### config.mk
export PLATFORM = sky130hd
export DESIGN_NAME = mul_pipe
export DESIGN_NICKNAME = d
export VERILOG_FILES = /design/src/rtl/core_types_pkg.sv /design/src/rtl/mul_pipe.sv
export VERILOG_INCLUDE_DIRS = /design/src /design/src/rtl
export SDC_FILE = /design/constraint.sdc
export NUM_CORES = 1
export LEC_CHECK = 0
export BUFFER_PORTS_ARGS = -buffer_cell sky130_fd_sc_hd__buf_4
export CORE_ASPECT_RATIO = 1.25
export CORE_MARGIN = 5
export CORE_UTILIZATION = 30
export CTS_CLUSTER_DIAMETER = 80
export DETAILED_ROUTE_END_ITERATION = 16
export PLACE_DENSITY = 0.44
export SKIP_LAST_GASP = 1
export SLEW_MARGIN = 10
export SYNTH_ARGS = -nofsm -noshare
export SYNTH_HDL_FRONTEND = slang
export SYNTH_SLANG_ARGS = --single-unit
### constraint.sdc
create_clock -name clk -period 4.38 [get_ports clk]
set_input_delay 0.876 -clock clk [delete_from_list [all_inputs] [get_ports clk]]
set_output_delay 0.876 -clock clk [all_outputs]
set_load 0.01 [all_outputs]
### src/rtl/retire_defines.svh
// ~~~~~~~~~~~~~~~~~~~~~~~~~~~~~~~~~~~~~~~~~~~~~~~~~~~~~~~~~~~~~~~~~~~~
// Pipe latencies, reorder queue length and machine sizes
// ~~~~~~~~~~~~~~~~~~~~~~~~~~~~~~~~~~~~~~~~~~~~~~~~~~~~~~~~~~~~~~~~~~~~
`ifndef RETIRE_DEFINES_SVH
`define RETIRE_DEFINES_SVH

// Cycles from dispatch to writeback of each pipe
`define INT_LATENCY 1
`define MEM_LATENCY 2
`define MUL_LATENCY 4

// One reorder slot per cycle of the slowest pipe
`define TRACE_QUEUE_LEN 4

`define NUM_THREADS 4
`define NUM_REGS 16
`define DMEM_WORDS 16

`endif

### src/rtl/core_types_pkg.sv
// ~~~~~~~~~~~~~~~~~~~~~~~~~~~~~~~~~~~~~~~~~~~~~~~~~~~~~~~~~~~~~~~~~~~~
// Machine word and index types, opcodes and pipe selection
// ~~~~~~~~~~~~~~~~~~~~~~~~~~~~~~~~~~~~~~~~~~~~~~~~~~~~~~~~~~~~~~~~~~~~
`default_nettype none
`include "retire_defines.svh"

package core_types_pkg;
	typedef logic [31:0] word_t;
	typedef logic [$clog2(`NUM_THREADS)-1:0] thread_idx_t;
	typedef logic [$clog2(`NUM_REGS)-1:0] reg_idx_t;

	typedef enum logic [2:0] {
		OP_ADD,
		OP_SUB,
		OP_AND,
		OP_XOR,
		OP_BEQZ,
		OP_LOAD,
		OP_STORE,
		OP_MUL
	} opcode_t;

	// Execution pipe that an instruction is dispatched to
	typedef enum logic [1:0] {
		PIPE_INT,
		PIPE_MEM,
		PIPE_MUL
	} pipe_sel_t;
endpackage

`default_nettype wire

### src/rtl/mul_pipe.sv
// ~~~~~~~~~~~~~~~~~~~~~~~~~~~~~~~~~~~~~~~~~~~~~~~~~~~~~~~~~~~~~~~~~~~~
// Four-stage pipelined 32-bit multiplier, low word of the product
// ~~~~~~~~~~~~~~~~~~~~~~~~~~~~~~~~~~~~~~~~~~~~~~~~~~~~~~~~~~~~~~~~~~~~
`timescale 1ns/1ps
`default_nettype none
`include "retire_defines.svh"

module mul_pipe(
	input wire clk,
	input wire reset,
	input wire mul_start,
	input wire core_types_pkg::thread_idx_t iss_thread,
	input wire core_types_pkg::reg_idx_t iss_dest,
	input wire core_types_pkg::word_t iss_pc,
	input wire core_types_pkg::word_t iss_a,
	input wire core_types_pkg::word_t iss_b,
	output logic mul_done,
	output core_types_pkg::thread_idx_t mul_thread,
	output core_types_pkg::reg_idx_t mul_dest,
	output core_types_pkg::word_t mul_pc,
	output core_types_pkg::word_t mul_result);

	import core_types_pkg::*;

	logic [`MUL_LATENCY-1:0] valid_q;
	thread_idx_t thread_q[`MUL_LATENCY];
	reg_idx_t dest_q[`MUL_LATENCY];
	word_t pc_q[`MUL_LATENCY];

	// Only the low halves of the cross products reach bits 31:0
	word_t pp_low;
	logic [15:0] pp_cross_ab;
	logic [15:0] pp_cross_ba;
	word_t sum_q;
	word_t delay_q;

	always_ff @(posedge clk, posedge reset)
	begin
		if (reset)
			valid_q <= '0;
		else
			valid_q <= {valid_q[`MUL_LATENCY-2:0], mul_start};
	end

	always_ff @(posedge clk)
	begin
		thread_q[0] <= iss_thread;
		dest_q[0] <= iss_dest;
		pc_q[0] <= iss_pc;
		for (int i = 1; i < `MUL_LATENCY; i++)
		begin
			thread_q[i] <= thread_q[i-1];
			dest_q[i] <= dest_q[i-1];
			pc_q[i] <= pc_q[i-1];
		end

		pp_low <= iss_a[15:0] * iss_b[15:0];
		pp_cross_ab <= iss_a[15:0] * iss_b[31:16];
		pp_cross_ba <= iss_a[31:16] * iss_b[15:0];
		sum_q <= pp_low + {pp_cross_ab + pp_cross_ba, 16'b0};
		delay_q <= sum_q;
		mul_result <= delay_q;
	end

	assign mul_done = valid_q[`MUL_LATENCY-1];
	assign mul_thread = thread_q[`MUL_LATENCY-1];
	assign mul_dest = dest_q[`MUL_LATENCY-1];
	assign mul_pc = pc_q[`MUL_LATENCY-1];
endmodule

`default_nettype wire

Yosys cells after proc, flatten, opt, wreduce, memory -nomap -nowiden. Memory sizes are Yosys's and may differ from the RTL's. Index checks and enable logic that the tools add are counted. Widths: inputs -> output; s select.

Add/subtract/negate cells: 2. Multipliers: 3.

Operators with widths (count): $add 32x32->32 (1); $mul 16x16->16 (2); $mul 16x16->32 (1); $add 16x16->16 (1).

Register bits after elaboration: 164. Logic and storage cells: 15. Output and inout port bits: 71. Memories: 3. RAM bits: 152. Bits of input ports: 105.

Memories: pc_q (depth 4, bits a word 32, rd ports 4, clocked after memory_dff 0, wr ports 4, RTL line mul_pipe.sv:28) `` word_t pc_q[`MUL_LATENCY]; ``; dest_q (depth 4, bits a word 4, rd ports 4, clocked after memory_dff 0, wr ports 4, RTL line mul_pipe.sv:27) `` reg_idx_t dest_q[`MUL_LATENCY]; ``; thread_q (depth 4, bits a word 2, rd ports 4, clocked after memory_dff 0, wr ports 4, RTL line mul_pipe.sv:26) `` thread_idx_t thread_q[`MUL_LATENCY]; ``.

Depth between registers and ports, before layout. Gate-level depths: netlist (run 1).

Word-level depth: 2. Gate-level depth with buffers: 24. Mapped depth without buffers: 21.

Worst setup path before layout (run 1). OpenSTA, ideal clock, no wires.

Path type: input-to-reg. From: input iss_b[2]. To: register pp_low[31]. Data arrival time: 6.353 ns. Library setup time: 0.122 ns. Setup slack: -2.094 ns. Required time: 4.258 ns. Buffers on the path: 2. Stages on the path: 21. Path through: clkbuf_1 > clkbuf_1 > nand2_1 > fa_1 > fa_1 > fa_1 > fa_1 > inv_1 > fa_1 > inv_1 > fa_1 > inv_1 > ha_1 > a21oi_1 > nand2b_1 > a21oi_2 > o21bai_2 > o2111ai_2 > a21oi_2 > or4_1 > o311a_1.

Cells in the longest elaborated chain, start to end: 1.

Ends and longest elaborated chain: start, declared (RTL line mul_pipe.sv:16) `input wire core_types_pkg::word_t iss_b,`; $mul 16x16->32 (RTL line mul_pipe.sv:57) `pp_low <= iss_a[15:0] * iss_b[15:0];`; end signal, assigned (RTL line mul_pipe.sv:57); end, declared (RTL line mul_pipe.sv:31) `word_t pp_low;`.

Every way passes these cells.

Worst setup path after layout (run 1).
From: input iss_b[6]. To: register pp_low[31].

The elaborated chain is that of the path after synthesis.

==> results.md, run 1 <==
- Endpoints failing setup: 37
- Hold WC Path Type: primary input to asynchronous set/reset pin
- Vias: 16,898
- Area leader, netlist: fa_1
- Gr usage total: 15.21%
- Mapped Area: 0.02399 mm2
- Final routed DRC violation total: 0
- Core Area: 0.07968 mm2
- # diodes: 0
- Mapped Cells: 2,437
- Critical path data arrival time: 6.09 ns
- Clock-pin slew on the worst setup and hold paths: 0.07 ns
- Final hold vios: 0
- Synth Register Bits: 316
- Crit end category: flop
- Pre-antenna DRT Iters: 5
- Max-cap violations: 0
- Post-place instance area: 0.02902 mm2
- Post-CTS Hold Buffers: 0
- Hold WS: 0.1998 ns
- CP startpoint kind: primary input
- RSZ-0062 raised after global routing: yes
- Crit Path Class: primary input to flop
- Worst Path Buf+Inv: 7
- Wirelength per Cell: 16.45 um
- Gr ovfl total: 0
- TritonCTS buffer count: 30
- Worst-path cell chain: buf_12, buf_8, and2_4, fa_1, inv_2, fa_1, fa_1, fa_1, inv_1, fa_1, inv_1, fa_1, inv_2, ha_4, o211a_4, a21oi_2, o21bai_4, o2111ai_4, a21oi_4, buf_4, nor2_2, o311a_1
- CTS tree: done
- Reg2reg end: sum_q[30]$_DFF_P_
- Status: complete, but fails checks
- Commonest non-fill, non-tap cell in the layout: inv_1
- Share of the synthesized area in the top cell type: 29.71%
- Worst path slowest cell: fa_1
- Yosys warns: 0
- Worst setup margin: -1.269 ns
- Initial Utilization: 30.11%
- Yosys cell types: 56
- F_max: 0.1770 GHz
- Data required, critical path: 4.82 ns
- Share of layout cells above drive strength 1: 27.24%
- Final wirelength: 65,290 um
- Ys flop type: dfxtp_1
- Root Buffer: clkbuf_16
- Slew headroom: 64.07%
- Worst r2r path cells: 14
- Most frequent cells in the layout: inv_1 (438), buf_4 (408), fa_1 (330), nand2_1 (314), dfxtp_1 (312)
- Post-DP HPWL: 55,300 um
- Die height: 326.2 um
- Final #Nets: 3,577
- DRT antenna net count: 0
- Row count: 116
- Critical R2R Launch: pp_cross_ab[0]$_DFF_P_
- Worst Clk Skew: 0.007763 ns
- H-tree Lvls: 1
- Total nets after synthesis: 3,130
- Finished Layout Cells: 3,969
- Post-synth ARST share: 1.266%
- Syn avg cell area: 9.844 um2
- Cell mode on critical path: fa_1
- Number of clock sinks: 316
- Final Cell Area: 0.03174 mm2
- Max-slew violation count: 0
- Vias in the first global route: 18,837
- Fill count: 7,952
- Synth top area cells: fa_1 (30%), dfxtp_1 (26%), ha_1 (12%)
- Top Ports: 176
- Slew @ Worst Pin: 0.5253 ns
- Period Utilization, post-route: 129.0%
- Largest net degree at the start of global routing: 18
- Die W: 262.9 um
- PortBufs: 175
- Initial antenna violation count: 1
- Failing checks: setup timing
- Worst skew pair latency: 0.55 ns
- Critical Path Max Stage Delay: 0.55 ns
- Area growth from synthesis to final layout: 32.29%
- EDFF count, synth: 0
- Minimum clock period: 5.649 ns
- Sequential element share of the synthesized area: 26.45%
- Initial DRC count: 593
- Die ar.: 0.08576 mm2
- Placer Congestion: 0.8085
- Maximum fanout along the worst path: 6
- Crit path max-delay family: adder cells
- Vias/cell: 4.257
- Clk buf depth: 3
- First-pass GRT wire length: 105,400 um
- Placed cell count: 3,873
- Worst reg2reg setup slack: 0.41 ns
[stage by stage]
step	setup WS (ns)	TNS (ns)	util [%]
floorplan	-1.721	-34.57	-
global placement	-1.949	-58.72	36.42
detailed placement	-2.068	-60.26	36.42
CTS	-1.228	-29.05	39.06
global route	-1.392	-35.60	39.83
finish	-1.269	-30.08	39.83
[Yosys cell counts (3+ instances only)]
library cell	count
inv_1	482
fa_1	356
nand2_1	336
dfxtp_1	312
ha_1	232
and2_1	218
xnor2_1	103
clkbuf_1	85
a21oi_1	52
nor2_1	47
xor2_1	28
a21o_1	22
nand3_1	17
o21bai_1	16
o21ai_0	15
nor3_1	14
nor2b_1	8
o21a_1	7
a211oi_1	6
and3_1	6
o211ai_1	6
or3_1	6
nand2b_1	5
dfrtp_1	4
o31ai_1	4
or4_1	4
a2111oi_0	3
a31oi_1	3
o2111ai_1	3
o21ai_1	3
[registers in the layout, indices dropped and copies added (netlist names)]
register,count
delay_q,32
dest_q,16
mul_result,32
pc_q,128
pp_cross_ab,16
pp_cross_ba,16
pp_low,32
sum_q,32
thread_q,8
valid_q,4
[worst max-delay path by stage]
stage               startpoint                 end  slack (ns)  cells past startpoint
floorplan             iss_a[3]  pp_low[31]$_DFF_P_       -1.72                     21
global placement      iss_b[5]  pp_low[31]$_DFF_P_       -1.95                     21
detailed placement    iss_b[5]  pp_low[31]$_DFF_P_       -2.07                     21
CTS                   iss_b[5]  pp_low[31]$_DFF_P_       -1.23                     22
global route          iss_b[6]  pp_low[31]$_DFF_P_       -1.39                     22
finish                iss_b[6]  pp_low[31]$_DFF_P_       -1.27                     22
[cell families (layout without fill, tap and decap cells)]
family	count (synthesis)	count (layout)	synth area share [%]
AO/OA/AOI/OAI	164	164	4.663
AND/OR/NAND/NOR	668	668	13.31
flip-flops	316	316	26.45
buffers and inverters	569	1039	8.939
XOR/XNOR	131	131	4.783
adder cells (fa/ha/maj)	588	588	41.81
multiplexers	1	1	0.04694
[final cells by class]
type / count / area [um2] / area share, %
well taps: 1062 / 1329 / 4.187
multi-input cells: 1552 / 16710 / 52.65
repair buffers: 502 / 4395 / 13.85
clock buffers: 35 / 800.8 / 2.523
clock inverters: 20 / 346.6 / 1.092
flip-flops and latches: 316 / 6346 / 20.00
inverters: 482 / 1809 / 5.701
[what timing repair did]
item,4_1_cts,5_1_grt
setup endpoints to repair,39,41
pin swaps,82,127
resized for setup,169,133
setup buffers,27,21
gates cloned,2,1
[metal layers]
metal	share of wire (%)	GRT usage, %
met1	44	19.76
met4	2.4	3.133
met2	51	27.64
met5	0	0
met3	3.0	1.488
Power of run 1 is not shown: default switching activity piles up to over one toggle a cycle in this logic, so the estimate is an artifact.
==> inputs of run 2 (changes only) <==
--- a/config.mk
+++ b/config.mk
@@ -13,6 +13,7 @@
 export CTS_CLUSTER_DIAMETER = 80
 export DETAILED_ROUTE_END_ITERATION = 16
 export PLACE_DENSITY = 0.44
+export RECOVER_POWER = 100
 export SKIP_LAST_GASP = 1
 export SLEW_MARGIN = 10
 export SYNTH_ARGS = -nofsm -noshare
==> run 2 against run 1 <==
- final cell count stayed put
- the run still ends with setup timing left
- global-route usage is the same
- largest cell class unchanged
- non-clock buffer count is the same
- register-to-register slack about the same
- critical path depth is the same
- setup slack better by 0.0031 ns
- sequential share of layout area up 0.19 points
- flip-flop and latch count stayed put
- core utilization decreased by 0.38 points
- critical endpoint unchanged
- via count is essentially flat
- maximum frequency barely moved
==> results.md, run 2 (synthesized netlist as in run 1, its figures left out) <==
- Vias in the first global route: 18,837 (unchanged)
- DRT antenna net count: 0 (unchanged)
- Final setup TNS: -32.28 ns (was -30.08 ns)
- Number of clock sinks: 316 (unchanged)
- Worst-path cell chain: buf_12, buf_8, and2_4, fa_1, inv_2, fa_1, fa_1, fa_1, inv_1, fa_1, inv_1, fa_1, inv_2, ha_4, o211a_4, a21oi_2, o21bai_4, o2111ai_4, a21oi_4, buf_4, nor2_2, o311a_1 (unchanged)
- # diodes: 0 (unchanged)
- Worst skew pair latency: 0.55 ns (about the same)
- Die height: 326.2 um (unchanged)
- Row count: 116 (unchanged)
- Worst path slowest cell: fa_1 (unchanged)
- Crit end category: flop (unchanged)
- Worst Clk Skew: 0.008408 ns (was 0.007763 ns)
- Worst setup margin: -1.266 ns (was -1.269 ns)
- Wirelength per Cell: 16.47 um (was 16.45 um)
- Share of layout cells above drive strength 1: 24.56% (was 27.24%)
- Hold WC Path Type: primary input to asynchronous set/reset pin (unchanged)
- H-tree Lvls: 1 (unchanged)
- Pre-antenna DRT Iters: 5 (unchanged)
- Area of the multi-input gates: 0.01670 mm2 (was 0.01671 mm2)
- Gr ovfl total: 0 (unchanged)
- Initial antenna violation count: 0 (was 1)
- Failing checks: setup timing (unchanged)
- Final wirelength: 65,370 um (was 65,290 um)
- Max FFs per register: 128 (unchanged)
- Largest net degree at the start of global routing: 18 (unchanged)
- Vias: 16,911 (was 16,898)
- Max-cap violations: 0 (unchanged)
- Post-DP HPWL: 55,300 um (unchanged)
- Period Utilization, post-route: 128.9% (was 129.0%)
- Gr usage total: 15.21% (unchanged)
- Max-slew violation count: 0 (unchanged)
- Clk buf depth: 3 (unchanged)
- Final #Nets: 3,577 (unchanged)
- Status: complete, but fails checks (unchanged)
- Post-CTS Hold Buffers: 0 (unchanged)
- Core Area: 0.07968 mm2 (unchanged)
- CP startpoint kind: primary input (unchanged)
- Slew headroom: 37.10% (was 64.07%)
- Final routed DRC violation total: 0 (unchanged)
- Crit Path Class: primary input to flop (unchanged)
- CTS tree: done (unchanged)
- Critical path data arrival time: 6.08 ns (was 6.09 ns)
- Die ar.: 0.08576 mm2 (unchanged)
- Die W: 262.9 um (unchanged)
- Initial DRC count: 606 (was 593)
- Fill count: 8,051 (was 7,952)
- Minimum clock period: 5.646 ns (was 5.649 ns)
- Area growth from synthesis to final layout: 31.04% (was 32.29%)
- Placer Congestion: 0.8085 (unchanged)
- RSZ-0062 raised after global routing: yes (unchanged)
- Commonest non-fill, non-tap cell in the layout: inv_1 (unchanged)
- Data required, critical path: 4.82 ns (about the same)
- Top Ports: 176 (unchanged)
- Critical Path Max Stage Delay: 0.55 ns (about the same)
- F_max: 0.1771 GHz (was 0.1770 GHz)
- PortBufs: 175 (unchanged)
- Largest Register: pc_q (unchanged)
- TritonCTS buffer count: 30 (unchanged)
- Slew @ Worst Pin: 0.9434 ns (was 0.5253 ns)
- Root Buffer: clkbuf_16 (unchanged)
- FF/Latch Area: 0.006346 mm2 (unchanged)
- Vias/cell: 4.261 (was 4.257)
- Most frequent cells in the layout: inv_1 (439), fa_1 (330), nand2_1 (314), dfxtp_1 (312), buf_4 (289) (was inv_1 (438), buf_4 (408), fa_1 (330), nand2_1 (314), dfxtp_1 (312))
- Clock-pin slew on the worst setup and hold paths: 0.07 ns (about the same)
- Final hold vios: 0 (unchanged)
- Maximum fanout along the worst path: 6 (unchanged)
- Initial Utilization: 30.11% (unchanged)
- Cell mode on critical path: fa_1 (unchanged)
- Endpoints failing setup: 39 (was 37)
- First-pass GRT wire length: 105,400 um (unchanged)
-- run 2: changes by cell type in the layout (fill, tap and decap cells not counted), sizes merged --
| cell | before | now |
|---|---|---|
| buf | 500 | 380 |
| clkbuf | 36 | 156 |
-- run 2: path summary, 6_finish.rpt --
| path | slack, ns | cells after the start | end | from |
|---|---|---|---|---|
| worst max-delay path | -1.27 | 22 | pp_low[31]$_DFF_P_ | iss_b[6] |
| worst min-delay path | 0.20 | 2 | valid_q[1]$_DFF_PP0_ | reset |
| worst max register to register | 0.42 | 15 | sum_q[31]$_DFF_P_ | pp_cross_ab[0]$_DFF_P_ |
| worst min register to register | 0.32 | 0 | dest_q[1][0]$_DFF_P_ | dest_q[0][0]$_DFF_P_ |
| max in group asynchronous | 4.03 | 2 | valid_q[2]$_DFF_PP0_ | reset |
| min in group clk | 0.32 | 0 | dest_q[1][0]$_DFF_P_ | dest_q[0][0]$_DFF_P_ |
-- run 2: stage by stage --
| stage | hold WS [ns] | cells | util [%] | cell area [um2] | setup WS, ns |
|---|---|---|---|---|---|
| global placement | 0.3099 | 3873 | 36.42 | 29020 | -1.949 |
| finish | 0.2045 | 3969 | 39.45 | 31440 | -1.266 |
| detailed placement | 0.3121 | 3873 | 36.42 | 29020 | -2.068 |
| global route | 0.1918 | 3969 | 39.45 | 31440 | -1.392 |
| floorplan | 0.3096 | 2437 | - | 24950 | -1.721 |
| CTS | 0.1620 | 3955 | 39.06 | 31130 | -1.228 |
-- run 2: layout make-up --
cell class / count / area share, %
clock inverters: 20 / 1.102
inverters: 482 / 5.755
well taps: 1062 / 4.227
multi-input cells: 1552 / 53.13
clock buffers: 35 / 2.547
flip-flops and latches: 316 / 20.19
repair buffers: 502 / 13.05
-- run 2: layer usage --
metal,part of all wire (%),up-vias,track usage [%]
met5,0,-,0
met4,2.4,0,3.133
met3,2.8,69,1.488
met2,50,303,27.64
met1,44,8325,19.76
li1,-,8214,-
-- run 2: worst max-delay path: cells and delay by family --
| kind | cells | cell delay (ns) |
|---|---|---|
| buf+inv | 7 | 0.58 |
| simple gates | 2 | 0.19 |
| fa+ha+maj | 7 | 3.24 |
| compound gates | 6 | 1.19 |
-- run 2: timing repair --
item | CTS | global route
gates cloned | 2 | 1
setup buffers | 27 | 21
resized for setup | 169 | 133
pin swaps | 82 | 127
endpoints found under the setup margin | 39 | 41
Power of run 2 is left out for the same reason.
==> inputs of run 3 (changes only) <==
--- a/config.mk
+++ b/config.mk
@@ -6,6 +6,7 @@
 export SDC_FILE = /design/constraint.sdc
 export NUM_CORES = 1
 export LEC_CHECK = 0
+export ABC_AREA = 1
 export BUFFER_PORTS_ARGS = -buffer_cell sky130_fd_sc_hd__buf_4
 export CORE_ASPECT_RATIO = 1.25
 export CORE_MARGIN = 5
==> run 3 against run 2 <==
- synthesized cell count up 21%
- highest routed layer unchanged
- flip-flop and latch count unchanged
- clock skew up 0.031 ns
- setup slack better by 0.45 ns
- via count up 16%
- the run still ends with setup timing left
- maximum frequency up 8.7%
==> results.md, run 3 <==
- Status: complete, but fails checks (unchanged)
- Failing checks: setup timing (unchanged)
- Crit end category: flop (unchanged)
- Area of the multi-input gates: 0.01730 mm2 (was 0.01670 mm2)
- Worst setup margin: -0.8128 ns (was -1.266 ns)
- # diodes: 0 (unchanged)
- Commonest non-fill, non-tap cell in the layout: inv_1 (unchanged)
- Initial antenna violation count: 0 (unchanged)
- Row count: 118 (was 116)
- F_max: 0.1926 GHz (was 0.1771 GHz)
- Root Buffer: clkbuf_16 (unchanged)
- Slew headroom: 49.11% (was 37.10%)
- Most frequent cells in the layout: inv_1 (685), nand2_1 (659), fa_1 (334), buf_4 (319), dfxtp_1 (312) (was inv_1 (439), fa_1 (330), nand2_1 (314), dfxtp_1 (312), buf_4 (289))
- Max-slew violation count: 0 (unchanged)
- Worst-path cell chain: buf_16, nand2_4, inv_2, fa_1, inv_2, fa_1, inv_1, fa_1, fa_1, fa_1, inv_2, fa_1, inv_2, ha_4, nand2_4, nor4_4, nand4_1, nand3_2, nand2_1, nand2_1, xor2_1 (was buf_12, buf_8, and2_4, fa_1, inv_2, fa_1, fa_1, fa_1, inv_1, fa_1, inv_1, fa_1, inv_2, ha_4, o211a_4, a21oi_2, o21bai_4, o2111ai_4, a21oi_4, buf_4, nor2_2, o311a_1)
- Clk buf depth: 3 (unchanged)
- Share of layout cells above drive strength 1: 27.07% (was 24.56%)
- Gr usage total: 16.85% (was 15.21%)
- Vias: 19,556 (was 16,911)
- Maximum fanout along the worst path: 6 (unchanged)
- Mapped Cells: 2,940 (was 2,437)
- Max FFs per register: 128 (unchanged)
- Crit path max-delay family: adder cells (unchanged)
- Period Utilization, post-route: 118.6% (was 128.9%)
- FF/Latch Area: 0.006346 mm2 (unchanged)
- Largest net degree at the start of global routing: 19 (was 18)
- Ys flop type: dfxtp_1 (unchanged)
- Initial DRC count: 911 (was 606)
- Synth Register Bits: 316 (unchanged)
- Met1 GRT Util: 21.53% (was 19.76%)
- Slew @ Worst Pin: 0.7633 ns (was 0.9434 ns)
- Most common cell in the synthesized netlist: inv_1 (unchanged)
- Fin util: 41.18% (was 39.45%)
- Cell mode on critical path: fa_1 (unchanged)
- Grt met3 use: 2.181% (was 1.488%)
- Sequential element share of the synthesized area: 25.38% (was 26.45%)
- Critical Path Max Stage Delay: 0.54 ns (was 0.55 ns)
- Wirelength per Cell: 16.65 um (was 16.47 um)
- Die height: 332.8 um (was 326.2 um)
- Area growth from synthesis to final layout: 36.42% (was 31.04%)
- Grt peak-use layer: met2 (unchanged)
- Final #Nets: 4,129 (was 3,577)
- Placed cell count: 4,415 (was 3,873)
- Initial Utilization: 30.19% (was 30.11%)
- CP startpoint kind: primary input (unchanged)
- Crit Path Class: primary input to flop (unchanged)
- PortBufs: 175 (unchanged)
- RSZ-0062 raised after global routing: yes (unchanged)
- Placer Congestion: 0.8950 (was 0.8085)
- Vias/cell: 4.303 (was 4.261)
- Total nets after synthesis: 3,633 (was 3,130)
- Yosys cell types: 41 (was 56)
- Hold WC Path Type: primary input to asynchronous set/reset pin (unchanged)
- Top Ports: 176 (unchanged)
- Final routed DRC violation total: 0 (unchanged)
- Final hold vios: 0 (unchanged)
- Worst path slowest cell: fa_1 (unchanged)
- Worst skew pair latency: 0.56 ns (was 0.55 ns)
- EDFF count, synth: 0 (unchanged)
- Max-cap violations: 0 (unchanged)
- Largest Register: pc_q (unchanged)
- Vias in the first global route: 21,163 (was 18,837)
- Routing usage on met2: 30.20% (was 27.64%)
- Worst Clk Skew: 0.03896 ns (was 0.008408 ns)
- Number of clock sinks: 316 (unchanged)
- Synth top area cells: fa_1 (29%), dfxtp_1 (25%), inv_1 (12%) (was fa_1 (30%), dfxtp_1 (26%), ha_1 (12%))
- Pre-antenna DRT Iters: 5 (unchanged)
- Share of the synthesized area in the top cell type: 28.50% (was 29.71%)
- Mapped Area: 0.02500 mm2 (was 0.02399 mm2)
- Die ar.: 0.08925 mm2 (was 0.08576 mm2)
- Core Area: 0.08283 mm2 (was 0.07968 mm2)
- Clock-pin slew on the worst setup and hold paths: 0.06 ns (was 0.07 ns)
- Syn avg cell area: 8.504 um2 (was 9.844 um2)
- Post-DP HPWL: 62,300 um (was 55,300 um)
- TritonCTS buffer count: 38 (was 30)
- Minimum clock period: 5.193 ns (was 5.646 ns)
- Critical path data arrival time: 5.66 ns (was 6.08 ns)
- Die W: 268.2 um (was 262.9 um)
- Fill count: 8,312 (was 8,051)
- DRT antenna net count: 0 (unchanged)
- Data required, critical path: 4.84 ns (was 4.82 ns)
- CTS tree: done (unchanged)
- Worst Path Buf+Inv: 6 (was 7)
- Synth cell count leaders: inv_1 (774), nand2_1 (758), fa_1 (356) (was inv_1 (482), fa_1 (356), nand2_1 (336))
- Finished Layout Cells: 4,545 (was 3,969)
- Final wirelength: 75,660 um (was 65,370 um)
- First-pass GRT wire length: 118,500 um (was 105,400 um)
- Area leader, netlist: fa_1 (unchanged)
- Yosys warns: 0 (unchanged)
- Gr ovfl total: 0 (unchanged)
- Endpoints failing setup: 40 (was 39)
- H-tree Lvls: 2 (was 1)
- Post-synth ARST share: 1.266% (unchanged)
[run 3: timing repair]
action	4_1_cts	5_1_grt
cloned	6	2
pin swaps	129	161
buffers inserted	43	20
resized for setup	285	169
endpoints found under the setup margin	41	42
hold buffers	0	0
[run 3: final timing paths]
kind                                         from              endpoint  slack, ns  cells after the start
setup reg to reg           pp_cross_ab[0]$_DFF_P_     sum_q[31]$_DFF_P_       0.83                     18
hold reg to reg                pc_q[1][4]$_DFF_P_    pc_q[2][4]$_DFF_P_       0.31                      0
max in group asynchronous                   reset  valid_q[2]$_DFF_PP0_       4.01                      2
min in group clk               pc_q[1][4]$_DFF_P_    pc_q[2][4]$_DFF_P_       0.31                      0
setup / recovery                        iss_b[12]    pp_low[26]$_DFF_P_      -0.81                     21
hold / removal                              reset  valid_q[3]$_DFF_PP0_       0.22                      2
[run 3: through the flow]
step | worst slack [ns] | instance area [um2] | TNS, ns | hold slack (ns)
detailed placement | -1.629 | 30750 | -54.12 | 0.3121
CTS | -0.7684 | 33650 | -20.63 | 0.1816
global placement | -1.592 | 30750 | -52.98 | 0.3095
global route | -0.9561 | 34110 | -27.98 | 0.2106
floorplan | -1.135 | 26540 | -29.80 | 0.3096
finish | -0.8128 | 34110 | -22.58 | 0.2226
[run 3: layer usage]
metal | share of wire (%) | vias to the layer above | wire length [um]
li1 | - | 9531 | -
met1 | 43 | 9531 | 32420
met2 | 50 | 411 | 37990
met3 | 4.3 | 83 | 3239
met4 | 2.7 | 0 | 2008
met5 | 0 | - | 0
[run 3: area by class of cell]
cell class                 instances  area share (%)
clock buffer                      51           3.107
clock inverter                    18          0.6200
inverter                         778           8.599
multi-input combinational       1742           50.71
sequential                       316           18.61
tap                             1080           3.962
timing repair buffer             560           14.40
[run 3: cells by family (layout without fill, tap and decap cells)]
family	count (synthesis)	in the layout	synth area share, %
AOI/OAI and AO/OA	151	151	3.398
and+or+nand+nor	914	914	14.58
adders and majority gates	588	588	40.11
xor gates and xnor gates	89	89	3.118
buffers and inverters	882	1407	13.41
DFF	316	316	25.38
Power of run 3 is left out for the same reason.
