$ cat config.mk
export PLATFORM = sky130hd
export DESIGN_NAME = instruction_issue
export DESIGN_NICKNAME = d
export VERILOG_FILES = /design/src/rtl/core_types_pkg.sv /design/src/rtl/instruction_issue.sv
export VERILOG_INCLUDE_DIRS = /design/src /design/src/rtl
export SDC_FILE = /design/constraint.sdc
export NUM_CORES = 1
export LEC_CHECK = 0
export BUFFER_PORTS_ARGS = -buffer_cell sky130_fd_sc_hd__buf_2
export CAP_MARGIN = 20
export CORE_MARGIN = 4
export CORE_UTILIZATION = 53
export DETAILED_ROUTE_END_ITERATION = 12
export GPL_ROUTABILITY_DRIVEN = 0
export PLACE_DENSITY = 0.84
export RECOVER_POWER = 25
export SLEW_MARGIN = 5
export SYNTH_ARGS = -nofsm -noshare
export SYNTH_HDL_FRONTEND = slang
export SYNTH_SLANG_ARGS = --single-unit
$ cat constraint.sdc
create_clock -name clk -period 7.6 [get_ports clk]
set_input_delay 1.9 -clock clk [delete_from_list [all_inputs] [get_ports clk]]
set_output_delay 1.9 -clock clk [all_outputs]
set_load 0.02 [all_outputs]
$ cat src/rtl/retire_defines.svh
// ~~~~~~~~~~~~~~~~~~~~~~~~~~~~~~~~~~~~~~~~~~~~~~~~~~~~~~~~~~~~~~~~~~~~
// Pipe latencies, reorder queue length and machine sizes
// ~~~~~~~~~~~~~~~~~~~~~~~~~~~~~~~~~~~~~~~~~~~~~~~~~~~~~~~~~~~~~~~~~~~~
`ifndef RETIRE_DEFINES_SVH
`define RETIRE_DEFINES_SVH

// Cycles from dispatch to writeback of each pipe
`define INT_LATENCY 1
`define MEM_LATENCY 2
`define MUL_LATENCY 4

// One reorder slot per cycle of the slowest pipe
`define TRACE_QUEUE_LEN 4

`define NUM_THREADS 4
`define NUM_REGS 16
`define DMEM_WORDS 16

`endif

$ cat src/rtl/core_types_pkg.sv
// ~~~~~~~~~~~~~~~~~~~~~~~~~~~~~~~~~~~~~~~~~~~~~~~~~~~~~~~~~~~~~~~~~~~~
// Machine word and index types, opcodes and pipe selection
// ~~~~~~~~~~~~~~~~~~~~~~~~~~~~~~~~~~~~~~~~~~~~~~~~~~~~~~~~~~~~~~~~~~~~
`default_nettype none
`include "retire_defines.svh"

package core_types_pkg;
	typedef logic [31:0] word_t;
	typedef logic [$clog2(`NUM_THREADS)-1:0] thread_idx_t;
	typedef logic [$clog2(`NUM_REGS)-1:0] reg_idx_t;

	typedef enum logic [2:0] {
		OP_ADD,
		OP_SUB,
		OP_AND,
		OP_XOR,
		OP_BEQZ,
		OP_LOAD,
		OP_STORE,
		OP_MUL
	} opcode_t;

	// Execution pipe that an instruction is dispatched to
	typedef enum logic [1:0] {
		PIPE_INT,
		PIPE_MEM,
		PIPE_MUL
	} pipe_sel_t;
endpackage

`default_nettype wire

$ cat src/rtl/instruction_issue.sv
// ~~~~~~~~~~~~~~~~~~~~~~~~~~~~~~~~~~~~~~~~~~~~~~~~~~~~~~~~~~~~~~~~~~~~
// Issue unit with pending-write scoreboard, writeback port reservation
// and registered dispatch to the three pipes
// ~~~~~~~~~~~~~~~~~~~~~~~~~~~~~~~~~~~~~~~~~~~~~~~~~~~~~~~~~~~~~~~~~~~~
`timescale 1ns/1ps
`default_nettype none
`include "retire_defines.svh"

module instruction_issue(
	input wire clk,
	input wire reset,

	// Instruction source
	input wire instr_valid,
	input wire core_types_pkg::opcode_t instr_op,
	input wire core_types_pkg::thread_idx_t instr_thread,
	input wire core_types_pkg::reg_idx_t instr_dest,
	input wire core_types_pkg::reg_idx_t instr_src_a,
	input wire core_types_pkg::reg_idx_t instr_src_b,
	input wire core_types_pkg::word_t instr_imm,
	input wire core_types_pkg::word_t instr_pc,
	output logic issue_stall,

	// Register file read and writeback notification
	output core_types_pkg::thread_idx_t rf_read_thread,
	output core_types_pkg::reg_idx_t rf_read_a,
	output core_types_pkg::reg_idx_t rf_read_b,
	input wire core_types_pkg::word_t rf_value_a,
	input wire core_types_pkg::word_t rf_value_b,
	input wire wb_en,
	input wire core_types_pkg::thread_idx_t wb_thread,
	input wire core_types_pkg::reg_idx_t wb_reg,

	// Dispatch to the pipes
	output logic int_start,
	output logic mem_start,
	output logic mul_start,
	output core_types_pkg::opcode_t iss_op,
	output core_types_pkg::thread_idx_t iss_thread,
	output core_types_pkg::reg_idx_t iss_dest,
	output core_types_pkg::word_t iss_pc,
	output core_types_pkg::word_t iss_a,
	output core_types_pkg::word_t iss_b,
	output core_types_pkg::word_t iss_imm);

	import core_types_pkg::*;

	logic [`NUM_REGS-1:0] pending[`NUM_THREADS];
	// Bit i set means the writeback port is busy i + 1 cycles from now
	logic [`MUL_LATENCY-1:0] reserved;
	logic [`MUL_LATENCY-1:0] reserve_bit;
	pipe_sel_t pipe;
	logic uses_b;
	logic writes_dest;
	logic hazard;
	logic slot_busy;
	logic accept;
	word_t load_addr;

	assign rf_read_thread = instr_thread;
	assign rf_read_a = instr_src_a;
	assign rf_read_b = instr_src_b;
	assign load_addr = rf_value_a + instr_imm;

	always_comb
	begin
		reserve_bit = '0;
		case (instr_op)
			OP_LOAD, OP_STORE: pipe = PIPE_MEM;
			OP_MUL: pipe = PIPE_MUL;
			default: pipe = PIPE_INT;
		endcase

		uses_b = instr_op != OP_BEQZ && instr_op != OP_LOAD;

		// A load outside the scratch memory never writes back, so it claims no register
		writes_dest = !(instr_op inside {OP_BEQZ, OP_STORE})
			&& !(instr_op == OP_LOAD && load_addr >= `DMEM_WORDS);

		case (pipe)
			PIPE_MEM:
			begin
				slot_busy = reserved[`MEM_LATENCY];
				reserve_bit[`MEM_LATENCY-1] = 1'b1;
			end
			PIPE_MUL:
			begin
				// Nothing already in flight can finish as late as a new multiply
				slot_busy = 1'b0;
				reserve_bit[`MUL_LATENCY-1] = 1'b1;
			end
			default:
			begin
				slot_busy = reserved[`INT_LATENCY];
				reserve_bit[`INT_LATENCY-1] = 1'b1;
			end
		endcase

		hazard = pending[instr_thread][instr_src_a]
			|| (uses_b && pending[instr_thread][instr_src_b])
			|| (writes_dest && pending[instr_thread][instr_dest]);
	end

	assign issue_stall = instr_valid && (hazard || (writes_dest && slot_busy));
	assign accept = instr_valid && !issue_stall;

	always_ff @(posedge clk, posedge reset)
	begin
		if (reset)
		begin
			for (int t = 0; t < `NUM_THREADS; t++)
				pending[t] <= '0;
			reserved <= '0;
			int_start <= 1'b0;
			mem_start <= 1'b0;
			mul_start <= 1'b0;
		end
		else
		begin
			if (wb_en)
				pending[wb_thread][wb_reg] <= 1'b0;

			if (accept && writes_dest)
				pending[instr_thread][instr_dest] <= 1'b1;

			reserved <= (reserved >> 1) | ((accept && writes_dest) ? reserve_bit : '0);
			int_start <= accept && pipe == PIPE_INT;
			mem_start <= accept && pipe == PIPE_MEM;
			mul_start <= accept && pipe == PIPE_MUL;
		end
	end

	always_ff @(posedge clk)
	begin
		if (accept)
		begin
			iss_op <= instr_op;
			iss_thread <= instr_thread;
			iss_dest <= instr_dest;
			iss_pc <= instr_pc;
			iss_a <= rf_value_a;
			iss_b <= rf_value_b;
			iss_imm <= instr_imm;
		end
	end

	assert property (@(posedge clk) disable iff (reset)
		$onehot0({int_start, mem_start, mul_start}));

	// Every register write from the pipes was booked here when it issued
	assert property (@(posedge clk) disable iff (reset)
		wb_en |-> $past(reserved[0]));
endmodule

`default_nettype wire

==> Word-level counts from Yosys, hierarchy flattened <==
Cells that the tools add are included.
{ "op_classes": {"n_addsub": 1, "n_lt_le_gt_ge": 11, "eq_ne": 8, "n_mux": 25, "bitwise": 6, "reduce_logical": 26} }
{ "op_table": {"columns": ["operator", "count"], "rows": [
  ["$mux W64", 2],
  ["$and A64 B64 Y64", 1],
  ["$demux W16 S2", 2],
  ["$mux W16", 4],
  ["$not A64 Y64", 1],
  ["$or A64 B64 Y64", 1],
  ["$add A32 B32 Y32", 1],
  ["$bmux W16 S2", 1],
  ["$ge A32 B5 Y1 const B", 1],
  ["$lt A4 B5 Y1 const B", 4],
  ["$logic_and A1 B1 Y1", 16],
  ["$bmux W1 S4", 3],
  ["$eq A3 B3 Y1 const B", 4],
  ["$demux W1 S4", 2],
  ["$ge A4 B1 Y1 const B", 2],
  ["$mux W1", 8],
  ["$ge A3 B3 Y1 const B", 2],
  ["$lt A3 B1 Y1 const B", 2],
  ["$ne A3 B3 Y1 const B", 2],
  ["$not A2 Y3", 2],
  ["$mux W4", 1],
  ["$or A3 B4 Y4", 1],
  ["$pmux W2 S2", 1],
  ["$reduce_or A2 Y1", 2],
  ["other kinds (7)", 11]
]} }
{ "totals": {"ff_bits": 208, "input_bits": 155, "elab_cells": 92} }

==> Depth between registers and ports, before layout <==
Gate-level depths: netlist of run 1.
{ "depth": {"word_depth": 16, "ltp_mapped": 15, "ltp_nobuf": 13} }

==> Worst setup path after synthesis of run 1 <==
OpenSTA, ideal clock, no wires.
{ "synth_timing": {"kind": "input to register", "startpoint": "in instr_imm[0]", "endpoint": "reg iss_a[0] (enable)", "setup_ns": 0.508, "arrival_ns": 7.520, "path_slack_ns": -0.428, "path_stages": 13, "cell_sequence": "ha_1 > inv_1 > fa_1 > nor2b_1 > o2111ai_1 > a2111oi_2 > a21oi_1 > a31oi_1 > a31oi_1 > mux2_1 > and4b_1 > nor2_1 > o21a_1"} }
{ "synth_via": {"elab_chain_len": 11, "elab_cells_between_ends": 12} }
{ "synth_lines": {"columns": ["item", "line", "source"], "rows": [
  ["start, declared", "instruction_issue.sv:20", "input wire core_types_pkg::word_t instr_imm,"],
  ["$add A32 B32 Y32 *", "instruction_issue.sv:63", "assign load_addr = rf_value_a + instr_imm;"],
  ["$ge A32 B5 Y1 (no line) *", null, null],
  ["$logic_and A1 B1 Y1 (no line) *", null, null],
  ["$logic_not A1 Y1 *", "instruction_issue.sv:78", "&& !(instr_op == OP_LOAD && load_addr >= `DMEM_WORDS);"],
  ["$logic_and A1 B1 Y1 *", "instruction_issue.sv:77", "writes_dest = !(instr_op inside {OP_BEQZ, OP_STORE})"],
  ["$logic_and A1 B1 Y1", "instruction_issue.sv:101", "|| (writes_dest && pending[instr_thread][instr_dest]);"],
  ["$logic_or A1 B1 Y1", "instruction_issue.sv:101", null],
  ["$logic_or A1 B1 Y1 *", "instruction_issue.sv:104", "assign issue_stall = instr_valid && (hazard || (writes_dest && slot_busy));"],
  ["$logic_and A1 B1 Y1 *", "instruction_issue.sv:104", null],
  ["$logic_not A1 Y1 *", "instruction_issue.sv:105", "assign accept = instr_valid && !issue_stall;"],
  ["$logic_and A1 B1 Y1 *", "instruction_issue.sv:105", null],
  ["end signal, assigned", "instruction_issue.sv:141", "iss_a <= rf_value_a;"],
  ["end, declared", "instruction_issue.sv:42", "output core_types_pkg::word_t iss_a,"]
]} }
Every way passes the cells marked *; elsewhere a longest branch is shown, timed or not.
A chain may end at the register's enable or synchronous reset.

==> Worst setup path after layout of run 1 <==
{ "layout_timing": {"startpoint": "in instr_imm[0]", "endpoint": "out issue_stall"} }
{ "layout_via": {"elab_chain_len": 9, "elab_cells_between_ends": 10} }
{ "layout_lines": {"columns": ["item", "line", "source"], "rows": [
  ["$add A32 B32 Y32 *", "instruction_issue.sv:63", null],
  ["$ge A32 B5 Y1 (no line) *", null, null],
  ["$logic_and A1 B1 Y1 (no line) *", null, null],
  ["$logic_not A1 Y1 *", "instruction_issue.sv:78", null],
  ["$logic_and A1 B1 Y1 *", "instruction_issue.sv:77", null],
  ["$logic_and A1 B1 Y1", "instruction_issue.sv:101", null],
  ["$logic_or A1 B1 Y1", "instruction_issue.sv:101", null],
  ["$logic_or A1 B1 Y1 *", "instruction_issue.sv:104", null],
  ["$logic_and A1 B1 Y1 *", "instruction_issue.sv:104", null],
  ["end, declared", "instruction_issue.sv:22", "output logic issue_stall,"]
]} }
Marked as above.

==> results.ini, run 1 <==
[floorplanning]
core.rowCount = 51
io_pins = 306
die_area_sq_um = 22600
core_sq_um = 19700
die_height_um = 150
initial_core_util = 0.545
dieWidth_um = 150

[setup_path]
critPathCaptureType = output pin
worst_ep_required_time_ns = 5.70
crit_path_start_kind = input port
worstSetupPathType = in2out
cp.arrival_ns = 5.39
crit_fanout = 5

[power_and_ir_drop]
power.leakage_nw = 5.18
ir_drop_uv = 151
p_per_area_nw_per_um2 = 230

[clock_tree]
clock_sink_count = 207
insertion_delay_ns = 0.51
post-cts-setup-buffer-count = 0
cts_resized = 0
clk_path_buf_depth = 3
cts_buffers = 22
path_clk_slew_ns = 0.06
h-tree-depth = 1
cts_hold_buf = 0
cts-root-buf = clkbuf_16
cts_tree = built

[sta]
worst_pin_slew_ns = 3.76
fin_tns_setup_ns = 0
finalClockSkew_ns = 0.0180
setup_violations = 0
fin_crit_sh = 0.959
hold_viol_final = 0
slew_viol_final = 71
rsz0062_at_grt = no
max_freq_mhz = 137
whs_ns = 0.356
fin_crit_ns = 7.29
max-slew-margin-rel = -1.50
worst_slack_ns = 0.313

[placement]
dp_hpwl_mm = 23.5
dpl_worst_slack_ns = 0.443
placed_cells = 1429
numPortBuffers = 305
placed_cell_area_sq_um = 12400

[routing]
drtAntennaViolNets = 0
num_vias = 8964
route.detailed.drc = 0
vias_per_cell = 6.06
wl_mm = 31.5
drtPass1Iterations = 5
first_iter_violations = 843
drt-wirelength-per-cell_um = 21.3

[synthesis]
syn_nets = 1097
ys_seq_area_frac = 0.548
synthArstFlopShare = 0.338
synth_cell_types = 74
yosysWarnings = 0
synth-seq-cells = 207
netlist_instances = 907
synth_edf_count = 137
synthFlopType = edfxtp_1
synth_area_sq_um = 10700
synth.avg_cell_area_sq_um = 11.8

[global_routing]
first_global_vias = 8473
grt_usage = 0.266
grt_max_degree = 71
grt_pass1_wl_mm = 46.6
overflow = 0
antenna_found_initial = 9

[flow_run]
drv_cap = 1

[finish]
layout-drive-gt1-share = 0.305
nets = 1378
stdcell_area_sq_um = 13000
final_cell_count_no_fill = 1479
syn_to_final_growth_pct = 21.6
num-fill-cells = 1511

[run_status]
status = finished, violations left
violations = max-capacitance violations, max-slew violations

[min_path]
min_path_type = reg2reg

[state kept, by name, summed over array words and instances, names as in the netlist, 2 cells and up]
signal and flops:
iss_a 32, reserved 3, iss_op 3, pending 64
iss_b 32, iss_imm 32, iss_dest 4, iss_pc 32
iss_thread 2
[worst max-delay path, stage by stage]
cell and delay [ns]:
clkbuf_1 0.10, ha_1 0.17, inv_1 0.05, fa_1 0.36
nor2b_1 0.16, o2111ai_1 0.29, a2111oi_2 0.62, a21oi_1 0.24
a31oi_1 0.17, a31oi_1 0.11, mux2_1 0.33, and4b_1 0.23
nor2_1 0.34, o22ai_1 0.11, buf_2 0.18
[power breakdown]
group | switching, mW | internal [mW] | total [mW]
registers | 0.0409 | 1.32 | 1.36
clock network | 0.443 | 0.603 | 1.05
logic | 0.382 | 0.217 | 0.598
[synth_stat cells, types with 9 or more instances]
master	number	area, sq um
nand2_1	109	409
buf_4	11	82.6
a211oi_1	10	75.1
dfrtp_1	70	1750
nor3_1	19	95.1
nand4_1	13	81.3
mux2i_1	9	90.1
nand3_1	22	110
o21a_1	10	75.1
o21ai_0	79	395
ha_1	34	425
o21ai_2	37	324
o21ai_1	30	150
a21oi_1	41	205
nor2b_1	12	75.1
mux4_2	34	766
inv_1	20	75.1
clkbuf_1	29	109
edfxtp_1	137	4110
nor2_1	38	143
[through the flow]
stage / total power [mW] / util
3_5_place_dp: 1.97 / 0.629
2_1_floorplan: 1.77 / -
5_1_grt: 3.12 / 0.662
6_report: 3.00 / 0.663
3_3_place_gp: 1.95 / 0.629
4_1_cts: 3.01 / 0.665
[area by class of cell]
class                   instances  area (sq um)  area share
flip-flops and latches        207          5870       0.450
multi-input cells             623          4480       0.344
repair buffers                314          1540       0.118
clock buffers                  24           558      0.0428
well taps                     265           332      0.0255
clock inverters                16           149      0.0114
inverters                      20          75.1     0.00576
diodes                         10          25.0     0.00192
[per-layer routing]
metal  up-vias  wire length (um)  global-route usage  part of all wire
met3        84              2850              0.0500             0.090
met2       535             16400               0.469              0.52
li1       4032                 -                   -                 -
met1      4313             10900               0.315              0.35
met4         0              1350               0.126             0.043
met5         -                 0                   0                 0
[cell usage in the layout, fill, tap and decap left out, types with 34 or more instances in the layout]
master / instances
nor2_1: 38
a21oi_1: 41
dfrtp_1: 70
o21ai_0: 79
ha_1: 34
mux4_2: 34
o21ai_2: 37
clkbuf_1: 63
nand2_1: 109
edfxtp_1: 137
buf_2: 245
[cells by family after synthesis]
group / count (synthesis) / synth area share
muxes: 45 / 0.0820
AOI/OAI and AO/OA: 281 / 0.173
DFF: 207 / 0.548
and+or+nand+nor: 252 / 0.112
xor gates and xnor gates: 10 / 0.00818
adders and majority gates: 35 / 0.0416
buffers and inverters: 77 / 0.0359
[final timing paths]
check / start / to / slack, ns / cells after the start
min in group asynchronous: reset / pending[58] / 2.84 / 3
max reg2reg: pending[3] / iss_a[22] / 4.12 / 9
min: reserved[3] / reserved[2] / 0.36 / 0
min reg2reg: reserved[3] / reserved[2] / 0.36 / 0
max: instr_imm[0] / issue_stall / 0.31 / 15
max in group asynchronous: reset / pending[55] / 2.64 / 3
Note: power is estimated with default switching activity, not from simulation.
==> inputs of run 2 (changes only) <==
- GPL_TIMING_DRIVEN: not set -> 0
==> run 2 against run 1 <==
The flow now finishes without violations. Sequential share of layout area shrank 1.2 points. Final cell count up 3.3%. Clock-buffer cell count is 2 higher. Fmax fell by 1.3%. Flip-flop and latch count unchanged. Worst hold slack gained 0.0025 ns. Register-to-register slack lost 0.31 ns. Largest cell class unchanged. Largest power group unchanged.
==> results.ini, run 2 (synthesis results as in run 1) <==
[sta]
fin_crit_ns = 7.38  ; was 7.29 ns
setup_violations = 0  ; unchanged
fin_crit_sh = 0.971  ; was 0.959
finalClockSkew_ns = 0.0187  ; was 0.0180 ns
hold_viol_final = 0  ; unchanged
rsz0062_at_grt = no  ; unchanged
whs_ns = 0.359  ; was 0.356 ns
worst_pin_slew_ns = 0.703  ; was 3.76 ns
max-slew-margin-rel = 0.527  ; was -1.50
max_freq_mhz = 135  ; was 137 MHz
slew_viol_final = 0  ; was 71
fin_tns_setup_ns = 0  ; unchanged

[placement]
placed_cell_area_sq_um = 12700  ; was 12400 sq um
numPortBuffers = 303  ; was 305
placed_cells = 1478  ; was 1429
dp_hpwl_mm = 24.8  ; was 23.5 mm

[finish]
utilization = 0.681  ; was 0.663
final_common_cell = buf_2  ; unchanged
largest_register_ffs = 64  ; unchanged
nets = 1428  ; was 1378
stdcell_area_sq_um = 13400  ; was 13000 sq um
final_cell_count_no_fill = 1528  ; was 1479
top_register = pending  ; unchanged
num-fill-cells = 1473  ; was 1511
syn_to_final_growth_pct = 24.9  ; was 21.6%
mostFrequentLayoutCells = buf_2 (248), edfxtp_1 (137), nand2_1 (109), clkbuf_1 (92), o21ai_0 (79)  ; was buf_2 (245), edfxtp_1 (137), nand2_1 (109), o21ai_0 (79), dfrtp_1 (70)
layout-drive-gt1-share = 0.309  ; was 0.305

[clock_tree]
cts_buffers = 23  ; was 22
post-cts-setup-buffer-count = 0  ; unchanged
cts_resized = 0  ; unchanged
cts-root-buf = clkbuf_16  ; unchanged
h-tree-depth = 1  ; unchanged
cts_hold_buf = 0  ; unchanged
clk_path_buf_depth = 3  ; unchanged
clock_sink_count = 207  ; unchanged
path_clk_slew_ns = 0.06  ; about the same
cts_tree = built  ; unchanged
insertion_delay_ns = 0.52  ; was 0.51 ns

[global_routing]
overflow = 0  ; unchanged
antenna_found_initial = 9  ; unchanged
grt_max_degree = 68  ; was 71
grt_pass1_wl_mm = 48.7  ; was 46.6 mm
grt_usage = 0.277  ; was 0.266
first_global_vias = 8987  ; was 8473

[floorplanning]
io_pins = 306  ; unchanged
dieWidth_um = 150  ; unchanged
die_height_um = 150  ; unchanged
core_sq_um = 19700  ; unchanged
core.rowCount = 51  ; unchanged
die_area_sq_um = 22600  ; unchanged
initial_core_util = 0.545  ; unchanged

[setup_path]
worstPathCellList = clkbuf_1, ha_1, inv_1, fa_1, nor2b_1, o2111ai_1, a2111oi_2, a21oi_1, and4_1, o311ai_1, nor4_1, and4b_1, nor2_1, o22ai_1, buf_2  ; was clkbuf_1, ha_1, inv_1, fa_1, nor2b_1, o2111ai_1, a2111oi_2, a21oi_1, a31oi_1, a31oi_1, mux2_1, and4b_1, nor2_1, o22ai_1, buf_2
cp.arrival_ns = 5.48  ; was 5.39 ns
worstSetupPathType = in2out  ; unchanged
crit_fanout = 5  ; unchanged
critPathCaptureType = output pin  ; unchanged
worst_ep_required_time_ns = 5.70  ; about the same
max_stage_delay_ns = 0.62  ; about the same
crit_path_start_kind = input port  ; unchanged
crit_path_top_delay_cell = a2111oi_2  ; unchanged
crit_buf_inv = 3  ; unchanged
path_delay_family = compound AO/OA/AOI/OAI gates  ; unchanged

[routing]
vias_per_cell = 5.98  ; was 6.06
route.detailed.drc = 0  ; unchanged
num_vias = 9143  ; was 8964
wl_mm = 32.3  ; was 31.5 mm
drtAntennaViolNets = 0  ; unchanged
first_iter_violations = 876  ; was 843
drtPass1Iterations = 6  ; was 5
drt-wirelength-per-cell_um = 21.1  ; was 21.3 um

[flow_run]
drv_cap = 0  ; was 1

[power_and_ir_drop]
p_per_area_nw_per_um2 = 233  ; was 230 nW/um^2
ir_drop_uv = 166  ; was 151 uV
power.leakage_nw = 5.35  ; was 5.18 nW

[run_status]
status = finished, final reports clean  ; was finished, violations left

[min_path]
min_path_type = reg2reg  ; unchanged

[run 2: worst reg2reg max path, delay by kind of cell (launching register included)]
| kind | cells | cell delay, ns |
|---|---|---|
| multiplexers | 2 | 0.97 |
| buffers and inverters | 2 | 0.62 |
| AO/OA/AOI/OAI | 4 | 1.26 |
| flip-flops | 1 | 0.40 |
| AND/OR/NAND/NOR | 1 | 0.17 |
[run 2: worst paths after layout]
kind	startpoint	end	slack [ns]	depth (start not counted)
setup / recovery	instr_imm[0]	issue_stall	0.22	15
min in group asynchronous	reset	int_start	1.31	2
max in group asynchronous	reset	pending[61]	5.69	3
hold reg to reg	reserved[3]	reserved[2]	0.36	0
setup reg to reg	pending[33]	iss_a[21]	3.81	9
hold / removal	reserved[3]	reserved[2]	0.36	0
[run 2: metrics by stage]
stage / setup slack [ns] / total power [mW]
after floorplan: 0.973 / 1.77
after global placement: -0.195 / 1.96
after detailed placement: 0.418 / 1.99
after CTS: 0.383 / 3.13
after global routing: 0.0707 / 3.24
final: 0.219 / 3.11
[run 2: cell type report]
class / count / area [sq um] / share of cell area
Antenna cell: 10 / 25.0 / 0.00187
Buffer: 57 / 309 / 0.0231
Clock buffer: 26 / 587 / 0.0439
Clock inverter: 14 / 194 / 0.0145
Inverter: 20 / 76.3 / 0.00570
Multi-Input combinational cell: 623 / 4470 / 0.334
Sequential cell: 207 / 5870 / 0.438
Tap cell: 265 / 332 / 0.0248
Timing Repair Buffer: 306 / 1520 / 0.114
[run 2: layer usage]
layer | part of all wire | global-route usage | vias to the layer above
met1 | 0.34 | 0.322 | 4371
met2 | 0.51 | 0.482 | 528
met3 | 0.10 | 0.0611 | 107
met4 | 0.048 | 0.145 | 2
met5 | 0.00053 | 0 | -
li1 | - | - | 4135
[run 2: where the power goes]
part	switching, mW	internal [mW]	total [mW]	leakage [nW]
logic	0.389	0.227	0.616	2.72
registers	0.0397	1.32	1.36	2.24
clock network	0.447	0.696	1.14	0.383
total	0.876	2.24	3.11	5.35
==> inputs of run 3 (changes only) <==
- ABC_AREA: not set -> 1
- CORE_ASPECT_RATIO: not set -> 1.75
- PLACE_DENSITY: 0.84 -> 0.9
==> run 3 against run 2 <==
Routed wire length is 10% higher. Fmax is 7.6% higher. Final area is 2.6% higher. Worst hold slack worse by 0.019 ns. Sequential share of layout area is 1.1 points lower. Critical path type unchanged. The run now ends with design-rule violations left. Sequential power hardly changed. Non-clock buffer count is 23 lower. Register-to-register slack better by 0.69 ns.
==> results.ini, run 3 <==
[run_status]
status = finished, violations left  ; was finished, final reports clean
violations = design-rule violations

[setup_path]
startpoint = rf_value_a[0]  ; was instr_imm[0]
cp.arrival_ns = 4.96  ; was 5.48 ns
crit_path_start_kind = input port  ; unchanged
crit_path_top_delay_cell = fa_1  ; was a2111oi_2
crit_buf_inv = 4  ; was 3
worstPathCellList = clkbuf_1, ha_1, inv_1, fa_1, inv_1, nand3_1, nand2_1, nand2_1, nand2_1, nand2_1, nand3_1, nand2_1, nor2_1, nand2_1, nor2_1, nand2_1, nor2_1, nand2_1, a21oi_2, o21ai_0, a21boi_0, buf_2  ; was clkbuf_1, ha_1, inv_1, fa_1, nor2b_1, o2111ai_1, a2111oi_2, a21oi_1, and4_1, o311ai_1, nor4_1, and4b_1, nor2_1, o22ai_1, buf_2
path_delay_family = simple AND/OR/NAND/NOR gates  ; was compound AO/OA/AOI/OAI gates
worst_ep_required_time_ns = 5.70  ; about the same
crit_fanout = 4  ; was 5
critPathCaptureType = output pin  ; unchanged
crit_path_frequent_cell = nand2_1
max_stage_delay_ns = 0.39  ; was 0.62 ns
worstReg2RegStart = pending[55]  ; was pending[33]
worstSetupPathType = in2out  ; unchanged

[finish]
final_common_cell = nand2_1  ; was buf_2
largest_register_ffs = 64  ; unchanged
syn_to_final_growth_pct = 21.8  ; was 24.9%
top_register = pending  ; unchanged
layout-drive-gt1-share = 0.222  ; was 0.309
mostFrequentLayoutCells = nand2_1 (359), buf_2 (241), inv_1 (164), edfxtp_1 (137), nor2_1 (114)  ; was buf_2 (248), edfxtp_1 (137), nand2_1 (109), clkbuf_1 (92), o21ai_0 (79)
nets = 1760  ; was 1428

[floorplanning]
initial_core_util = 0.539  ; was 0.545
io_pins = 306  ; unchanged
die_height_um = 201  ; was 150 um
die_area_sq_um = 23800  ; was 22600 sq um
dieWidth_um = 118  ; was 150 um
core.rowCount = 70  ; was 51
core_sq_um = 20900  ; was 19700 sq um

[global_routing]
overflow = 0  ; unchanged
grt_max_degree = 87  ; was 68
grt_pass1_wl_mm = 55.4  ; was 48.7 mm
grt_usage = 0.294  ; was 0.277
first_global_vias = 10623  ; was 8987
antenna_found_initial = 10  ; was 9

[routing]
first_iter_violations = 1005  ; was 876
drtPass1Iterations = 10  ; was 6
drtAntennaViolNets = 0  ; unchanged
vias_per_cell = 5.62  ; was 5.98
num_vias = 10335  ; was 9143
wl_mm = 35.5  ; was 32.3 mm
drt-wirelength-per-cell_um = 19.3  ; was 21.1 um
route.detailed.drc = 2  ; was 0

[clock_tree]
post-cts-setup-buffer-count = 0  ; unchanged
cts_hold_buf = 0  ; unchanged
cts_resized = 0  ; unchanged
path_clk_slew_ns = 0.07  ; was 0.06 ns
cts_buffers = 20  ; was 23
insertion_delay_ns = 0.51  ; was 0.52 ns
clk_path_buf_depth = 3  ; unchanged
cts_tree = built  ; unchanged
clock_sink_count = 207  ; unchanged
h-tree-depth = 1  ; unchanged
cts-root-buf = clkbuf_16  ; unchanged

[synthesis]
synth.avg_cell_area_sq_um = 9.08  ; was 11.8 sq um
synth_area_sq_um = 11300  ; was 10700 sq um
ys_seq_area_frac = 0.520  ; was 0.548
synth_edf_count = 137  ; unchanged
netlist_instances = 1242  ; was 907
synth_area_leaders = edfxtp_1 (36%), dfrtp_1 (16%), nand2_1 (12%)  ; was edfxtp_1 (38%), dfrtp_1 (16%), mux4_2 (7.1%)
synthFlopType = edfxtp_1  ; unchanged
yosysMostFrequentCell = nand2_1  ; was edfxtp_1
ys_top_cells_by_count = nand2_1 (359), inv_1 (166), edfxtp_1 (137)  ; was edfxtp_1 (137), nand2_1 (109), o21ai_0 (79)
synthArstFlopShare = 0.338  ; unchanged
syn_nets = 1432  ; was 1097
synth-seq-cells = 207  ; unchanged
yosysWarnings = 0  ; unchanged
synth_top_area_cell = edfxtp_1  ; unchanged
synth_cell_types = 38  ; was 74
synth_top_area_share = 0.365  ; was 0.384

[power_and_ir_drop]
seq_power_share = 0.454  ; was 0.435
ir_drop_uv = 232  ; was 166 uV
p_per_area_nw_per_um2 = 218  ; was 233 nW/um^2
p_int_mw = 2.09  ; was 2.24 mW
clkPwrFrac = 0.325  ; was 0.367
power.leakage_nw = 6.52  ; was 5.35 nW
power_frac_comb = 0.222  ; was 0.198
p_sw_mw = 0.905  ; was 0.876 mW
power_mw = 3.00  ; was 3.11 mW
swShare = 0.302  ; was 0.281

[sta]
max_freq_mhz = 146  ; was 135 MHz
setup_violations = 0  ; unchanged
rsz0062_at_grt = no  ; unchanged
worst_pin_slew_ns = 0.964  ; was 0.703 ns
slew_viol_final = 0  ; unchanged
max-slew-margin-rel = 0.353  ; was 0.527
whs_ns = 0.340  ; was 0.359 ns
fin_crit_sh = 0.902  ; was 0.971
finalClockSkew_ns = 0.0198  ; was 0.0187 ns
hold_viol_final = 0  ; unchanged
fin_crit_ns = 6.86  ; was 7.38 ns
fin_tns_setup_ns = 0  ; unchanged

[placement]
dp_hpwl_mm = 27.3  ; was 24.8 mm
numPortBuffers = 304  ; was 303

[min_path]
min_path_type = reg2reg  ; unchanged
hp-start = reserved[3]  ; unchanged

[flow_run]
drv_cap = 0  ; unchanged

-- run 3: cell type report --
type	instances	area, sq um
antenna	4	10.0
buffer	34	224
timing repair buffer	306	1490
sequential	207	5870
multi-input combinational	825	4530
clock buffer	26	553
clock inverter	9	82.6
fill	1614	7200
inverter	176	667
tap	252	315
-- run 3: layer usage --
layer / track usage / up-vias / share of wire
li1: - / 4773 / -
met1: 0.287 / 4765 / 0.31
met2: 0.553 / 589 / 0.54
met3: 0.0663 / 194 / 0.080
met4: 0.174 / 14 / 0.068
met5: 0 / - / 0.0026
-- run 3: cell families (layout without fill, tap and decap cells) --
group,Yosys count,in the layout,synth area share
AO/OA/AOI/OAI,229,229,0.159
XOR/XNOR,3,3,0.00233
adder cells (fa/ha/maj),35,35,0.0395
buffers and inverters,210,551,0.0785
flip-flops,207,207,0.520
other,0,4,0
AND/OR/NAND/NOR,558,558,0.201
-- run 3: through the flow --
stage | util | instances | setup WS [ns] | area (sq um)
floorplan | - | 1242 | 0.768 | 11300
global placement | 0.626 | 1798 | -0.846 | 13100
detailed placement | 0.629 | 1800 | 0.824 | 13200
CTS | 0.660 | 1835 | 0.808 | 13800
global route | 0.656 | 1836 | 0.479 | 13700
finish | 0.656 | 1839 | 0.742 | 13700
-- run 3: final timing paths --
path	endpoint	cells past startpoint	slack (ns)
max	issue_stall	22	0.74
min	reserved[2]	0	0.34
max reg2reg	iss_a[20]	12	4.50
min reg2reg	reserved[2]	0	0.34
max in group asynchronous	reserved[3]	3	5.61
min in group asynchronous	pending[52]	2	1.36
-- run 3: power groups by stage --
stage                     combinational, mW  sequential [mW]  clock [mW]
after floorplan                       0.311             1.49           0
after global placement                0.636             1.39           0
after detailed placement              0.658             1.38           0
after CTS                             0.662             1.36       0.993
after global routing                  0.720             1.37        1.04
final                                 0.665             1.36       0.974
